`config.mk`:
```
export PLATFORM = sky130hd
export DESIGN_NAME = cache_traffic_gen
export DESIGN_NICKNAME = d
export VERILOG_FILES = /design/src/common/cache_pkg.sv /design/src/verilog/cache_traffic_gen.sv
export VERILOG_INCLUDE_DIRS = /design/src /design/src/common
export SDC_FILE = /design/constraint.sdc
export NUM_CORES = 1
export LEC_CHECK = 0
export ABC_AREA = 1
export BUFFER_PORTS_ARGS = -buffer_cell sky130_fd_sc_hd__buf_2
export CAP_MARGIN = 5
export CORE_MARGIN = 5
export CORE_UTILIZATION = 50
export CTS_BUF_LIST = sky130_fd_sc_hd__clkbuf_16
export DETAILED_ROUTE_END_ITERATION = 12
export HOLD_SLACK_MARGIN = 0.05
export PLACE_DENSITY = 0.8
export SETUP_SLACK_MARGIN = 0.05
export SYNTH_ARGS = -nofsm -noshare
export SYNTH_HDL_FRONTEND = slang
export SYNTH_SLANG_ARGS = --single-unit
```
`constraint.sdc`:
```
create_clock -name clk -period 3.6 [get_ports clk]
set_input_delay 0.18 -clock clk [delete_from_list [all_inputs] [get_ports clk]]
set_output_delay 0.18 -clock clk [all_outputs]
set_load 0.01 [all_outputs]
```
`src/common/cache_cfg.svh`:
```
// geometry and test-region macros for the cache test
// CACHE_SETS and CACHE_LINE_BYTES must be powers of two, GEN_IDLE_CYCLES at least 1
`ifndef CACHE_CFG_SVH
`define CACHE_CFG_SVH

// cache geometry, direct mapped
`define CACHE_SETS          8
`define CACHE_LINE_BYTES    64

// derived address split
`define CACHE_OFFSET_BITS   $clog2(`CACHE_LINE_BYTES)
`define CACHE_INDEX_BITS    $clog2(`CACHE_SETS)
`define CACHE_WORD_BITS     $clog2(`CACHE_LINE_BYTES / 8)  // word select within a line

// test region swept by the traffic generator
`define TEST_BASE_ADDR      64'h8000_0000
`define TEST_WORDS          128

// pattern word is {PATTERN_HI, addr[31:0]}
`define PATTERN_HI          32'h0123_4567

`define GEN_IDLE_CYCLES     5  // gap before each request

`endif

```
`src/common/cache_pkg.sv`:
```
// types shared by the cache, the traffic generator and the testbench
// widths follow the macros of cache_cfg.svh
`default_nettype none

`include "cache_cfg.svh"

package cache_pkg;

  localparam int ADDR_BITS = 64;
  localparam int WORD_BITS = 64;
  localparam int LINE_BITS = `CACHE_LINE_BYTES * 8;
  localparam int TAG_BITS  = ADDR_BITS - `CACHE_OFFSET_BITS - `CACHE_INDEX_BITS;

  // op encoding on both request ports
  localparam logic OP_READ  = 1'b0;
  localparam logic OP_WRITE = 1'b1;

  typedef logic [ADDR_BITS-1:0]          addr_t;
  typedef logic [WORD_BITS-1:0]          word_t;
  typedef logic [LINE_BITS-1:0]          line_t;
  typedef logic [TAG_BITS-1:0]           tag_t;
  typedef logic [`CACHE_INDEX_BITS-1:0]  set_idx_t;

  // generator to cache, always a full doubleword
  typedef struct packed {
    logic  op;
    addr_t addr;
    word_t wdata;
  } cache_req_t;

  // cache to memory, one whole line per transaction
  typedef struct packed {
    logic  op;
    addr_t addr;   // line aligned
    line_t wdata;  // victim line on writeback
  } mem_req_t;

  typedef enum logic [2:0] {
    IDLE,
    LOOKUP,
    WRITEBACK,
    REFILL,
    RESPOND
  } ctrl_state_t;

endpackage

`default_nettype wire

```
`src/verilog/cache_traffic_gen.sv`:
```
// two sweeps over the test region: write then readback per word, then reads only
// mismatches are counted on reads; o_done holds once the second sweep ends
`timescale 1ns/1ps
`default_nettype none

`include "cache_cfg.svh"

module cache_traffic_gen (
  input  wire logic               clk,
  input  wire logic               rst,
  output cache_pkg::cache_req_t   o_req,
  output logic                    o_req_valid,
  input  wire logic               i_ack,
  input  wire cache_pkg::word_t   i_rdata,
  output logic                    o_done,
  output logic [15:0]             o_err_count
);

  import cache_pkg::*;

  localparam addr_t BASE_ADDR = `TEST_BASE_ADDR;
  localparam addr_t LAST_ADDR = BASE_ADDR + (`TEST_WORDS - 1) * 8;
  localparam int    GAP_BITS  = $clog2(`GEN_IDLE_CYCLES + 1);

  addr_t               addr_q;
  logic                op_q;
  logic                read_pass_q;  // second sweep
  logic [GAP_BITS-1:0] gap_cnt;
  word_t               expect_word;
  logic                ack_hs;

  assign expect_word = {`PATTERN_HI, addr_q[31:0]};
  assign o_req       = '{op: op_q, addr: addr_q, wdata: expect_word};
  assign ack_hs      = o_req_valid && i_ack;

  always_ff @(posedge clk) begin
    if (rst) begin
      o_req_valid <= 1'b0;
      o_done      <= 1'b0;
      o_err_count <= '0;
      gap_cnt     <= '0;
      addr_q      <= BASE_ADDR;
      op_q        <= OP_WRITE;
      read_pass_q <= 1'b0;
    end else if (ack_hs) begin
      o_req_valid <= 1'b0;
      gap_cnt     <= '0;
      if (op_q == OP_WRITE) begin
        op_q <= OP_READ;  // read back the same word
      end else begin
        if (i_rdata != expect_word) o_err_count <= o_err_count + 16'd1;
        if (addr_q == LAST_ADDR) begin
          addr_q      <= BASE_ADDR;
          read_pass_q <= 1'b1;
          if (read_pass_q) o_done <= 1'b1;
        end else begin
          addr_q <= addr_q + 64'd8;
          op_q   <= read_pass_q ? OP_READ : OP_WRITE;
        end
      end
    end else if (!o_req_valid && !o_done) begin
      // idle gap before the next request
      if (gap_cnt == GAP_BITS'(`GEN_IDLE_CYCLES - 1)) begin
        o_req_valid <= 1'b1;
      end else begin
        gap_cnt <= gap_cnt + 1'b1;
      end
    end
  end

  a_req_stable: assert property (@(posedge clk) disable iff (rst)
    o_req_valid && !i_ack |=> o_req_valid && $stable(o_req));

endmodule

`default_nettype wire

```
Word level (Yosys, flattened, before mapping). Cells that the tools add are included.

Bitwise gates (word level): 2. Muxes and demuxes: 4. Reduce and logical (&&, ||, !) cells: 11. Add/subtract/negate cells: 3. Equality and inequality tests: 3.

Operators by type and width (count): 64-bit by 4-bit adder with 64-bit output, second input constant (1); 64-bit by 32-bit equality test with 1-bit output, second input constant (1); 64-bit 2-to-1 mux (1); 64-bit by 57-bit != test with 1-bit output (1); 16-bit by 1-bit adder with 16-bit output, second input constant (1); 2-bit AND reduction (3); 3-bit AND reduction (2); 4-bit AND reduction (1); 3-bit by 1-bit adder with 3-bit output, second input constant (1); 3-bit equality test, second input constant (1); 1-bit 2-to-1 mux (3); 1-bit logical AND (2); 1-bit zero test (2); 1-bit inverter (2); 2-bit OR reduction (1).

Input bits: 67. Logic and storage cells: 30. Flip-flop bits (word level): 87.

Longest topological paths before layout.
Depth after elaboration: 3. Gate-level depth with buffers: 13.

Worst setup path after synthesis. OpenSTA, ideal clock, no wires.

Path kind: flip-flop to flip-flop. Start point: reg addr_q[3]. End point: reg addr_q[63]. Arrival time: 1.633 ns. Path slack: 1.854 ns. Buffers on the path: 0. Required time: 3.487 ns. Cell stages (with the launch flop): 13. Cells stage by stage: dfxtp_1 ha_1 nand2_1 nor2_1 nand2_1 nor2_4 nand2_4 inv_2 nand3_2 nor2_2 nand2_1 nor2_1 nor2_1.

Cells in the longest elaborated chain, start to end: 2.

Ends and longest elaborated chain: from (decl) (RTL line cache_traffic_gen.sv:25) `addr_t addr_q;`; from (signal assigned) (RTL line cache_traffic_gen.sv:57) `addr_q <= addr_q + 64'd8;`; 64-bit by 4-bit adder with 64-bit output or 64-bit by 32-bit equality test with 1-bit output (tied branches) (RTL line cache_traffic_gen.sv:57, cache_traffic_gen.sv:52); 64-bit 2-to-1 mux (*) (RTL line cache_traffic_gen.sv:52) `if (addr_q == LAST_ADDR) begin`.

Mark *: on every way between the ends. The rest lies on a longest branch, timed or not. A chain may end at the register's enable or synchronous reset.

Worst setup path after layout.
Start point: reg addr_q[31]. End point: reg addr_q[59].

The elaborated chain is that of the path after synthesis.

==> summary.md <==
| Metric | Value |
|---|---|
| Unrepaired setup endpoints after global routing | no |
| Number of synthesized register bits | 84 |
| Area leader, netlist | dfxtp_1 |
| Synth Cell Area | 5950 sq um |
| Footprint of the multi-input gates | 3330 sq um |
| First-pass DRT Iterations | 5 |
| Sink Count | 84 |
| Seq. cell area | 1680 sq um |
| First-pass GRT wire length | 28.4 mm |
| CTS tree | yes |
| Post-CTS Resized | 0 |
| Antenna diode count | 0 |
| Synth top area share | 0.282 |
| Hold-fix buffers, CTS | 0 |
| Final core utilization | 0.592 |
| Switching share of total power | 0.254 |
| Final setup TNS | 0 ns |
| Slew headroom | 0.595 |
| Largest stage delay, worst path | 0.50 ns |
| Fillcell total | 1134 |
| Clock Path Buffers | 2 |
| Critical path arrival | 2.41 ns |
| 1st-iter DRT viols | 449 |
| Worst-path fanout max | 8 |
| Max Fclk | 0.469 GHz |
| Num CTS Buffers | 9 |
| Routed wire length | 17.8 mm |
| Crit end category | register |
| Pin count of the biggest net entering global routing | 38 |
| Setup CP Type | reg2reg |
| Post-synthesis sequential area ratio | 0.282 |
| R2R Setup Slk | 1.47 ns |
| Worst-path cell chain | inv_1 > nor3_1 > inv_1 > nor2_1 > nand2_1 > nor2_1 > nand2_1 > nand2_1 > nand2_1 > nor2_1 |
| Setup WS pre-CTS | 1.51 ns |
| Site row count | 39 |
| Mapped Avg Cell Area | 6.32 sq um |
| Ranking of synthesized cells by area | dfxtp_1 28%, nand2_1 13%, nor2_1 11% |
| Commonest non-fill, non-tap cell in the layout | nand2_1 |
| Internal Pwr Total | 1480 uW |
| Wire length per cell | 14.4 um |
| Sequential share of power | 0.483 |
| Commonest non-fill, non-tap cells in the layout | 202 x nand2_1, 175 x nor2_1, 175 x buf_2, 121 x inv_1, 84 x dfxtp_1 |
| Detailed Place HPWL | 14.2 mm |
| Clock Power Share | 0.431 |
| Layout Skew | 0.0141 ns |
| Tcrit/Tclk final | 0.592 |
| Vias | 6152 |
| Comb power frac | 0.086 |
| CTS clk-pin slew, worst paths | 0.07 ns |
| Fin nets | 1156 |
| Ratio of cells with drive above 1 in the final layout | 0.217 |
| Max Cap Viol | 0 |
| Worst hold slack | 0.236 ns |
| Area Growth Syn to Fin | 15.0% |
| FFs w/ async S/R, synth | 0 |
| CTS H-tree depth | 3 |
| Worst hold path class | in2reg |
| Postcts setup bufs | 0 |
| CTS root buf | clkbuf_16 |
| Unique masters post-synth | 40 |
| Initial core utilization | 0.515 |
| DP Cell Count | 1217 |
| Core area | 11600 sq um |
| Crit path required time | 3.87 ns |
| Worst Max-Slew Pin Slew | 0.601 ns |
| IO Pins | 214 |
| Final Worst Setup Slack | 1.47 ns |
| Top_reg_cell synth | dfxtp_1 |
| Sw power | 503 uW |
| Vias per cell | 4.99 |
| P per Cell Area | 289 nW/um^2 |
| Min Tclk post-route | 2.13 ns |
| Chip width | 119 um |
| DRC | 0 |
| Vias in the first global route | 5610 |
| Die Area | 14200 sq um |
| Worst path top cell family by delay | simple AND/OR/NAND/NOR gates |
| Finish-stage setup viols | 0 |
| Status | finished, final reports clean |
| Die span in y | 119 um |
| IO Port Bufs | 175 |
| Final hold vios | 0 |
| Slew Viols, Final | 0 |
| Routed Antenna Nets | 0 |
| Lkg Pwr | 0.00348 uW |
| Synth Warn # | 0 |
| Worst vdd ir | 0.248 mV |
| Worst Path Buf+Inv | 2 |
| Slowest stage cell, crit path | dfxtp_1 |
| Total global-route track usage | 0.245 |
| Antenna violations before repair | 0 |
| Non-Filler Instances | 1233 |
| Cell mode on critical path | nand2_1 |
| GPL Wtd Cong | 0.944 |
| Cells after Synth | 942 |
| Clock Latency Late Sink | 0.34 ns |
| Element type at the critical path start | register |
| Post-synth EDFFs | 0 |
| GR Overflow Total | 0 |
-- synth_stat cells, types with 3 or more instances --
library cell and count:
a21oi_1 25, and3_1 3, buf_2 3, buf_4 70
clkbuf_1 7, dfxtp_1 84, ha_1 4, inv_1 121
inv_2 8, nand2_1 202, nand2_2 7, nand2_4 3
nand3_1 67, nand3_2 3, nand4_1 20, nor2_1 175
nor2_2 8, nor2_4 4, nor3_1 43, nor3_2 3
nor3b_1 3, nor3b_2 3, nor4_1 4, o21ai_0 4
xnor2_1 21, xor2_1 28
-- metal layers --
| metal | vias to the layer above | global-route usage | share of wire |
|---|---|---|---|
| li1 | 3110 | - | - |
| met1 | 2730 | 0.312 | 0.42 |
| met2 | 284 | 0.421 | 0.47 |
| met3 | 28 | 0.0550 | 0.093 |
| met4 | 0 | 0.0579 | 0.015 |
| met5 | - | 0 | 0 |
-- cell type report --
cell class | instances | area share
repair buffers | 179 | 0.132
well taps | 143 | 0.0261
clock buffers | 9 | 0.0329
multi-input cells | 682 | 0.486
clock inverters | 7 | 0.00621
inverters | 129 | 0.0707
flip-flops and latches | 84 | 0.246
-- cells by family after synthesis --
family	share of synthesized area
buffers and inverters	0.181
xor gates and xnor gates	0.0721
DFF	0.282
adders and majority gates	0.00841
other	0.00126
and+or+nand+nor	0.425
AOI/OAI and AO/OA	0.0296
-- worst min-delay path, delay by kind of cell --
family | cells | cell delay [ns]
AO/OA/AOI/OAI | 1 | 0.09
buffers and inverters | 2 | 0.17
AND/OR/NAND/NOR | 1 | 0.08
-- registers in the layout, indices dropped and copies added, names as in the netlist --
name,count
o_err_count,16
o_done,1
addr_q,61
read_pass_q,1
op_q,1
o_req_valid,1
gap_cnt,3
-- path summary, 6_finish.rpt --
path | start | end | cells past startpoint
worst min-delay path | i_ack | op_q | 4
worst min register to register | gap_cnt[0] | gap_cnt[0] | 2
worst max register to register | addr_q[31] | addr_q[59] | 10
worst max-delay path | addr_q[31] | addr_q[59] | 10
-- power by group through the flow --
stage,registers (uW),logic (uW),clock network [uW]
final,956,170,854
after global placement,976,165,0
after CTS,956,170,860
after detailed placement,977,170,0
after floorplan,975,141,0
after global routing,958,196,899
-- metrics by stage --
stage                     cell area, sq um  total power, uW
after detailed placement              6580             1150
after CTS                             6850             1990
after global routing                  6850             2050
final                                 6850             1980
after floorplan                       6090             1120
after global placement                6580             1140
Note: power is estimated with default switching activity, not from simulation.
