`src/common/cache_cfg.svh`:
```
// geometry and test-region macros for the cache test
// CACHE_SETS and CACHE_LINE_BYTES must be powers of two, GEN_IDLE_CYCLES at least 1
`ifndef CACHE_CFG_SVH
`define CACHE_CFG_SVH

// cache geometry, direct mapped
`define CACHE_SETS          8
`define CACHE_LINE_BYTES    64

// derived address split
`define CACHE_OFFSET_BITS   $clog2(`CACHE_LINE_BYTES)
`define CACHE_INDEX_BITS    $clog2(`CACHE_SETS)
`define CACHE_WORD_BITS     $clog2(`CACHE_LINE_BYTES / 8)  // word select within a line

// test region swept by the traffic generator
`define TEST_BASE_ADDR      64'h8000_0000
`define TEST_WORDS          128

// pattern word is {PATTERN_HI, addr[31:0]}
`define PATTERN_HI          32'h0123_4567

`define GEN_IDLE_CYCLES     5  // gap before each request

`endif

```
`src/common/cache_pkg.sv`:
```
// types shared by the cache, the traffic generator and the testbench
// widths follow the macros of cache_cfg.svh
`default_nettype none

`include "cache_cfg.svh"

package cache_pkg;

  localparam int ADDR_BITS = 64;
  localparam int WORD_BITS = 64;
  localparam int LINE_BITS = `CACHE_LINE_BYTES * 8;
  localparam int TAG_BITS  = ADDR_BITS - `CACHE_OFFSET_BITS - `CACHE_INDEX_BITS;

  // op encoding on both request ports
  localparam logic OP_READ  = 1'b0;
  localparam logic OP_WRITE = 1'b1;

  typedef logic [ADDR_BITS-1:0]          addr_t;
  typedef logic [WORD_BITS-1:0]          word_t;
  typedef logic [LINE_BITS-1:0]          line_t;
  typedef logic [TAG_BITS-1:0]           tag_t;
  typedef logic [`CACHE_INDEX_BITS-1:0]  set_idx_t;

  // generator to cache, always a full doubleword
  typedef struct packed {
    logic  op;
    addr_t addr;
    word_t wdata;
  } cache_req_t;

  // cache to memory, one whole line per transaction
  typedef struct packed {
    logic  op;
    addr_t addr;   // line aligned
    line_t wdata;  // victim line on writeback
  } mem_req_t;

  typedef enum logic [2:0] {
    IDLE,
    LOOKUP,
    WRITEBACK,
    REFILL,
    RESPOND
  } ctrl_state_t;

endpackage

`default_nettype wire

```
`src/cache/cache_tag_array.sv`:
```
// tag, valid and dirty per set; lookup result is registered one cycle after i_set
// a fill in the same cycle is forwarded, so the following lookup reports a clean hit
`timescale 1ns/1ps
`default_nettype none

`include "cache_cfg.svh"

module cache_tag_array (
  input  wire logic                 clk,
  input  wire logic                 rst,
  input  wire cache_pkg::set_idx_t  i_set,
  input  wire cache_pkg::tag_t      i_tag,
  input  wire logic                 i_fill,
  input  wire logic                 i_mark_dirty,
  output logic                      o_hit,
  output logic                      o_dirty,
  output cache_pkg::tag_t           o_victim_tag
);

  import cache_pkg::*;

  tag_t                   tag_mem [`CACHE_SETS];
  logic [`CACHE_SETS-1:0] valid_q;
  logic [`CACHE_SETS-1:0] dirty_q;

  always_ff @(posedge clk) begin
    if (rst) begin
      valid_q <= '0;
      dirty_q <= '0;
    end else if (i_fill) begin
      valid_q[i_set] <= 1'b1;
      dirty_q[i_set] <= 1'b0;  // refilled line matches memory
    end else if (i_mark_dirty) begin
      dirty_q[i_set] <= 1'b1;
    end
  end

  always_ff @(posedge clk) begin
    if (i_fill) tag_mem[i_set] <= i_tag;
  end

  // registered lookup
  always_ff @(posedge clk) begin
    if (rst) begin
      o_hit   <= 1'b0;
      o_dirty <= 1'b0;
    end else if (i_fill) begin
      o_hit   <= 1'b1;
      o_dirty <= 1'b0;
    end else begin
      o_hit   <= valid_q[i_set] && (tag_mem[i_set] == i_tag);
      o_dirty <= valid_q[i_set] && dirty_q[i_set];  // victim needs writeback
    end
  end

  always_ff @(posedge clk) begin
    o_victim_tag <= i_fill ? i_tag : tag_mem[i_set];
  end

endmodule

`default_nettype wire

```
`config.mk`:
```
export PLATFORM = sky130hd
export DESIGN_NAME = cache_tag_array
export DESIGN_NICKNAME = d
export VERILOG_FILES = /design/src/common/cache_pkg.sv /design/src/cache/cache_tag_array.sv
export VERILOG_INCLUDE_DIRS = /design/src /design/src/common
export SDC_FILE = /design/constraint.sdc
export NUM_CORES = 1
export LEC_CHECK = 0
export CORE_MARGIN = 3
export CORE_UTILIZATION = 60
export DETAILED_ROUTE_END_ITERATION = 8
export DONT_BUFFER_PORTS = 1
export GPL_TIMING_DRIVEN = 0
export HOLD_SLACK_MARGIN = 0.1
export MAX_ROUTING_LAYER = met4
export PLACE_DENSITY = 0.76
export RECOVER_POWER = 25
export SLEW_MARGIN = 0
export SYNTH_ARGS = -nofsm -noshare
export SYNTH_HDL_FRONTEND = slang
export SYNTH_SLANG_ARGS = --single-unit
export TNS_END_PERCENT = 1
```
`constraint.sdc`:
```
create_clock -name clk -period 8 [get_ports clk]
set_input_delay 0.8 -clock clk [delete_from_list [all_inputs] [get_ports clk]]
set_output_delay 0.8 -clock clk [all_outputs]
set_load 0.1 [all_outputs]
```
Word level (Yosys, flattened, before mapping)
Memory sizes are Yosys's and may differ from the RTL's.
Index checks and enable logic that the tools add are counted.
- bits in writable memories: 440
- memories: 1
- input port bits: 62
- flip-flop bits (word level): 73
- logic and storage cells: 30
- memories (memory ; words ; width ; read ports ; clocked after memory_dff ; write ports ; RTL line ; RTL):
    tag_mem ; 8 ; 55 ; 1 ; 0 ; 1 ; cache_tag_array.sv:22 ; tag_t tag_mem [`CACHE_SETS];
- equality and inequality tests: 1
- reduce and logical (&&, ||, !) cells: 5
- $lt $le $gt $ge: 2
- mux-type cells: 12
- bitwise gates (word level): 4
- operators with widths (cell ; count):
    == test 55 bit ; 1
    two-way mux 55 bit ; 1
    two-way mux 8 bit ; 2
    bitwise OR 8 bit ; 2
    bitwise AND 8 bit ; 1
    inverter 8 bit ; 1
    binary-select mux 1 bit (select 3 bit) ; 2
    two-way mux 1 bit ; 6
    less-than comparator 3 x 4 -> 1 bit (second input constant) ; 1
    demux 1 bit (select 3 bit) ; 1
    greater-or-equal comparator 3 x 1 -> 1 bit (second input constant) ; 1
    logical AND 1 bit ; 3
    nonzero test 2 bit ; 1
    OR reduction 2 bit ; 1

Logic depth before layout (Yosys ltp)
Gate-level depths: netlist of run 1.
- depth in word-level cells: 7
- gate-level depth with buffers: 11

Worst setup path after synthesis of run 1
Ideal clock, no wire load.
- path type: in2reg
- from: input port i_set[0]
- to: memory tag_mem[0][0] in the netlist's numbering (enable)
- stages on the path: 7
- required time: 7.460 ns
- slack: 1.827 ns
- path buffers: 4
- arrival time: 5.632 ns
- cells stage by stage: buf_6 -> buf_12 -> buf_6 -> inv_1 -> clkbuf_1 -> nand2_1 -> nor3_1
- RTL lines (element ; RTL line ; RTL):
    start: declaration ; cache_tag_array.sv:11 ; input wire cache_pkg::set_idx_t i_set,
    end: declaration ; cache_tag_array.sv:22 ;
Straight into the memory's write port.

Worst setup path in the final report of run 1
- from: input port i_set[0]
- to: memory tag_mem[0][42] in the netlist's numbering (enable)
Straight into the memory's write port.

==> results of run 1 <==
stage by stage:
stage / utilization, % / setup slack, ns / TNS [ns] / hold slack (ns) / std cells
2_1_floorplan: - / 1.83 / 0 / 0.435 / 1105
3_3_place_gp: 63.6 / -2.79 / -283.45 / 0.444 / 1540
3_5_place_dp: 65.0 / 3.58 / 0 / 0.456 / 1566
4_1_cts: 70.4 / 4.16 / 0 / 0.321 / 1659
5_1_grt: 70.4 / 4.05 / 0 / 0.319 / 1659
6_report: 70.4 / 4.05 / 0 / 0.334 / 1659
flip-flops by register name, summed over array words and instances, names as in the netlist, named ones only:
name and flops:
tag_mem 440, valid_q 8, o_victim_tag 55, o_hit 1
o_dirty 1
per-layer routing:
layer	up-vias	part of all wire, %
met2	635	47
met1	5368	38
met5	-	0
met4	0	3.8
met3	122	11
li1	4490	-
Yosys cell counts, types with 2 or more instances:
cell,number
a21boi_0,3
a21oi_1,12
a22oi_1,33
a31oi_1,5
and3_1,7
buf_2,22
buf_4,5
buf_6,12
clkbuf_1,17
dfxtp_1,73
edfxtp_1,440
inv_1,8
mux2_2,20
mux2i_1,85
mux4_2,72
nand2_1,78
nand2b_1,9
nand3_1,4
nand3b_1,2
nand4_1,3
nor2_1,29
nor2b_1,5
nor3_1,10
nor3b_1,2
nor4_1,11
o21ai_0,42
o21ai_1,22
o221ai_1,2
o22ai_1,4
o31ai_1,3
or3_1,2
xnor2_1,32
xor2_1,13
power breakdown:
group | leakage, nW | switching, mW | total [mW] | internal, mW
Combinational | 2.20 | 0.227 | 0.375 | 0.149
Clock | 0.850 | 0.953 | 2.42 | 1.47
Sequential | 4.61 | 0.239 | 3.25 | 3.01
Total | 7.66 | 1.42 | 6.05 | 4.63
final cells by class:
type | count | area [um^2]
flip-flops and latches | 513 | 14700
fillers | 1985 | 9490
multi-input cells | 525 | 4800
clock buffers | 79 | 1520
well taps | 435 | 544
repair buffers | 26 | 413
plain buffers | 58 | 370
clock inverters | 14 | 199
inverters | 9 | 33.8
kinds of logic after synthesis:
kind of cell    Yosys count  share of synthesized area, %
flops                   513                          74.0
mux                     179                          13.8
simple gates            167                          3.89
compound gates          133                          4.18
buf+inv                  67                          2.04
xor+xnor                 46                          2.07
critical path, stage by stage:
cell and delay, ns:
buf_6 0.13, buf_12 0.16, buf_6 0.16, inv_1 0.36, clkbuf_1 0.70, nand2_1 0.42, nor3_2 0.86, buf_8 0.25
buf_6 0.17, buf_6 0.17
path summary, 6_finish.rpt:
check / slack, ns / endpoint / cells after the start
hold / removal: 0.33 / tag_mem[2][40] / 0
hold reg to reg: 0.48 / valid_q[5] / 2
setup reg to reg: 5.06 / o_hit / 7
setup / recovery: 4.05 / tag_mem[0][42] / 10
==> key figures, run 1 <==
STA
  • # setup viols final: 0
  • Relative slew slack: between 20% and 30%
  • Final Hold Vio Count: 0
  • Post-layout min period: 3.95 ns
  • Fmax: about 0.25 GHz
  • Pins Over Slew Limit: 0
  • Setup Skew: 0.0157 ns
  • RSZ-0062 raised after global routing: no
  • Final period utilization: around half
  • Worst-margin pin slew: 1.15 ns

Yosys
  • Post-synth top area share: 66.7%
  • Yosys cell types: 51
  • Synth Register Bits: 513
  • Post-synth EDFFs: 440
  • Cell count after synthesis: 1105
  • Post-synth top area cell: edfxtp_1
  • Most used DFF post-synth: edfxtp_1
  • Mapped Avg Cell Area: between 15 and 20 um^2
  • Ys Warns: 0
  • Ys async rst share: 0%
  • Register area share after synthesis: 74.0%
  • Synth Net Count: 1167
  • Cell Area, Synth: roughly 20000 um^2
  • Top cells by area, synth: edfxtp_1 67%, mux4_2 8.2%, dfxtp_1 7.4%

Final layout
  • Area Overhead vs Synth: 13.8%
  • Highest-count cells in the layout ignoring fill and taps: 440 x edfxtp_1, 85 x mux2i_1, 78 x nand2_1
  • Design area: 22600 um^2
  • ANT cells: 0
  • Most common cell after layout, fill and taps aside: edfxtp_1
  • Nets: 1245
  • Fraction of layout cells with a size suffix above 1: between 20% and 30%

Critical path
  • Beginning of the critical path: i_set[0]
  • CP max FO: 10
  • Reg-to-Reg Start: tag_mem[5][12]
  • CP startpoint kind: input pin
  • Worst Setup Path Type: in2reg
  • Critical path arrival: 4.21 ns
  • Worst setup EP type: register
  • Worst path required time: 8.27 ns

Global routing
  • Largest net degree at the start of global routing: 24
  • Initial antenna violation count: 0
  • Number of global-route vias before repair: 10700
  • Met2 Usage GRT: 41.9%
  • Total congestion overflow: 0
  • Met3 usage: 8.77%
  • Tot GR Track Use: 28.0%
  • GR Util met1: 36.6%
  • Global routing's busiest layer: met2
  • First-pass GRT wire length: 70100 um

Clock tree
  • Post-CTS sizing: 0
  • CTS tree: yes
  • CTS max path bufs: 3
  • Clock transition at path regs: approximately 0.06 ns
  • Clk_lat worst skew: 0.56 ns
  • Htree depth: 2
  • CTS buffer count: 50
  • Count of hold-fix buffers inserted at cts: 0
  • # clock sinks: about 510
  • Postcts setup bufs: 0
  • Clk root buf: clkbuf_16

Status
  • Status: finished clean

Floorplanning
  • Chip Width: 188 um
  • Die H: 188 um
  • Core area: between 30000 and 40000 um^2
  • IO Pins: 119
  • Row count: 65
  • Die area: ~35000 um^2
  • Initial core utilization: 61.9%

Route
  • Pre-Repair DR Iteration Count: 5
  • Iteration-0 DRC count of the detailed router: ~1300
  • Vias: 10600
  • Final WL: 48200 um
  • DRT antenna net count: 0
  • Post-route DRC: 0
  • Routed len/inst: 29.0 um
  • Via density: 6.40

Pwr
  • Leakage: 7.66 nW
  • Max IR drop VDD: 0.206 mV
  • Cell Pwr Density: 268 nW/um^2
  • Tot Pwr: 6.05 mW

Hold path
  • Worst hold path class: in2reg
  • Hold wc startpoint: i_tag[40]

Placed design
  • GPL Wtd Cong: 0.791
  • Buffers on Ports: 0
  • Hpwl dp: 30700 um
  • Dpl cell area: 20800 um^2

Flow run
  • Max-cap viol count: 0
Note: power is estimated with default switching activity, not from simulation.
==> inputs of run 2 (changes only) <==
Settings changed: CORE_UTILIZATION 60 to 57, PLACE_DENSITY 0.76 to 0.75.
Clock period 8 ns to 3.4 ns, I/O delays scaled along.
==> run 2 against run 1 <==
Compared with the run above: the flow now finishes with violations (negative setup slack); die area rose by 5.1%; core utilization fell by 1.5 points; clock skew fell by 0.0040 ns; total power rose by 150%; largest cell class unchanged; cell count rose by 4.0%; critical endpoint is now o_hit; design area rose by 3.5%; flip-flop and latch count did not move; via count rose by 4.6%; global-route usage rose by 0.71 points; sequential power rose by 140%; combinational power rose to 2.7 times the previous value; highest routed layer unchanged.
==> key figures, run 2 (synthesis gave the netlist of run 1 again) <==
Floorplanning
  • Chip Width: between 150 and 200 um
  • Die area: between 30000 and 40000 um^2
  • Initial core utilization: 58.5%
  • Row count: 67
  • Die H: 192 um
  • IO Pins: between 100 and 150
  • Core area: roughly 34000 um^2

Status
  • Status: finished, violations left
  • Failing checks: negative setup slack

STA
  • Final Hold Vio Count: 0
  • Pins Over Slew Limit: 0
  • Relative slew slack: 21.1%
  • Setup TNS: -0.0160 ns
  • Fmax: a little under 0.3 GHz
  • # setup viols final: 1
  • Post-layout min period: 3.42 ns
  • Worst-margin pin slew: 1.18 ns
  • Final hold slack: 0.178 ns
  • RSZ-0062 raised after global routing: no
  • Setup Skew: 0.0117 ns
  • Final period utilization: 100%
  • Final setup margin: -0.0160 ns

Global routing
  • Largest net degree at the start of global routing: 27
  • Initial antenna violation count: 2
  • GR Util met1: 38.1%
  • Global routing's busiest layer: met2
  • Met3 usage: 6.58%
  • Total congestion overflow: 0
  • Tot GR Track Use: 28.7%
  • First-pass GRT wire length: approximately 74000 um
  • Met2 Usage GRT: ~44%
  • Number of global-route vias before repair: 11200

Route
  • Vias: 11100
  • Routed len/inst: a little under 30 um
  • Post-route DRC: 0
  • Pre-Repair DR Iteration Count: 8
  • Via density: 6.44
  • Iteration-0 DRC count of the detailed router: 1590
  • Final WL: 50800 um
  • DRT antenna net count: 0

Final layout
  • Most common cell after layout, fill and taps aside: edfxtp_1
  • Top flop regs: tag_mem: 440 flops, o_victim_tag: 55 flops, valid_q: 8 flops
  • Design area: 23300 um^2
  • Fraction of layout cells with a size suffix above 1: 19.9%
  • Max reg flops: 440
  • Highest-count cells in the layout ignoring fill and taps: 440 x edfxtp_1, 85 x mux2i_1, 78 x nand2_1
  • Area Overhead vs Synth: 17.8%
  • Top reg by flops: tag_mem
  • Nets: 1297

Placed design
  • Dpl cell area: 20900 um^2
  • Buffers on Ports: 0
  • Hpwl dp: 30800 um
  • GPL Wtd Cong: between 0.8 and 0.9

Critical path
  • Worst Setup Path Type: in2reg
  • Worst path required time: 3.83 ns
  • CP max FO: 10
  • CP startpoint kind: input pin
  • Worst setup EP type: register
  • Critical path arrival: ~3.9 ns

Clock tree
  • Clk_lat worst skew: 0.58 ns
  • Clk root buf: clkbuf_16
  • CTS buffer count: 50
  • Post-CTS sizing: 0
  • Htree depth: 2
  • CTS tree: yes
  • Clock transition at path regs: around 0.060 ns
  • CTS max path bufs: 3
  • # clock sinks: a little over 500

Flow run
  • Max-cap viol count: 0

Hold path
  • Worst hold path class: in2reg

Pwr
  • Max IR drop VDD: 0.428 mV
  • Leakage: 7.97 nW
  • Cell Pwr Density: around 640 nW/um^2
## run 2: changes by cell type in the layout (fill, tap and decap cells not counted), sizes merged, moves of 4 or more
cell,before,now
dlygate4sd3,0,56
clkbuf,96,81
bufinv,5,13
clkinv,8,12
buf,67,63
## run 2: path summary, 6_finish.rpt
check / start / to / slack (ns) / cells after the start
max reg2reg: tag_mem[1][17] / o_hit / 0.46 / 6
min: i_mark_dirty / register / 0.18 / 3
max: i_set[0] / o_hit / -0.02 / 10
min reg2reg: valid_q[3] / valid_q[3] / 0.48 / 2
## run 2: where the power goes
group | total, mW | internal (mW) | switching (mW) | leakage (nW)
Sequential | 7.65 | 7.08 | 0.563 | 4.61
Combinational | 1.02 | 0.397 | 0.622 | 2.45
Clock | 6.24 | 3.90 | 2.34 | 0.918
## run 2: critical path, stage by stage
cell and delay (ns):
buf_6 0.13, buf_12 0.16, buf_6 0.15, inv_1 0.32, clkbuf_1 0.71, o21ai_0 0.36, xnor2_1 0.27, nor4_1 0.65
nand4_1 0.30, o31ai_1 0.44
## run 2: cell type report
| cell class | instances | area [um^2] |
|---|---|---|
| tap | 448 | 561 |
| inverter | 9 | 33.8 |
| sequential | 513 | 14700 |
| clock buffer | 64 | 1410 |
| fill | 2137 | 10500 |
| timing repair buffer | 78 | 1020 |
| buffer | 58 | 370 |
| antenna | 2 | 5.00 |
| clock inverter | 28 | 473 |
| multi-input combinational | 525 | 4810 |
## run 2: repair_timing
item	CTS	global route
endpoints found under the hold margin	499	0
setup buffers	0	0
hold buffers	56	0
## run 2: per-layer routing
layer / routed length (um) / share of wire [%]
met1: 19200 / 38
met2: 24100 / 48
met3: 5560 / 11
met4: 1940 / 3.8
met5: 0 / 0
## run 2: through the flow
step	std cells	utilization, %	setup WS, ns	total power, mW
floorplan	1105	-	-0.784	8.33
global route	1725	68.9	0.0443	15.2
global placement	1553	60.2	-3.96	8.61
detailed placement	1575	61.7	-0.407	8.65
finish	1725	68.9	-0.0160	14.9
CTS	1723	68.9	0.191	14.9
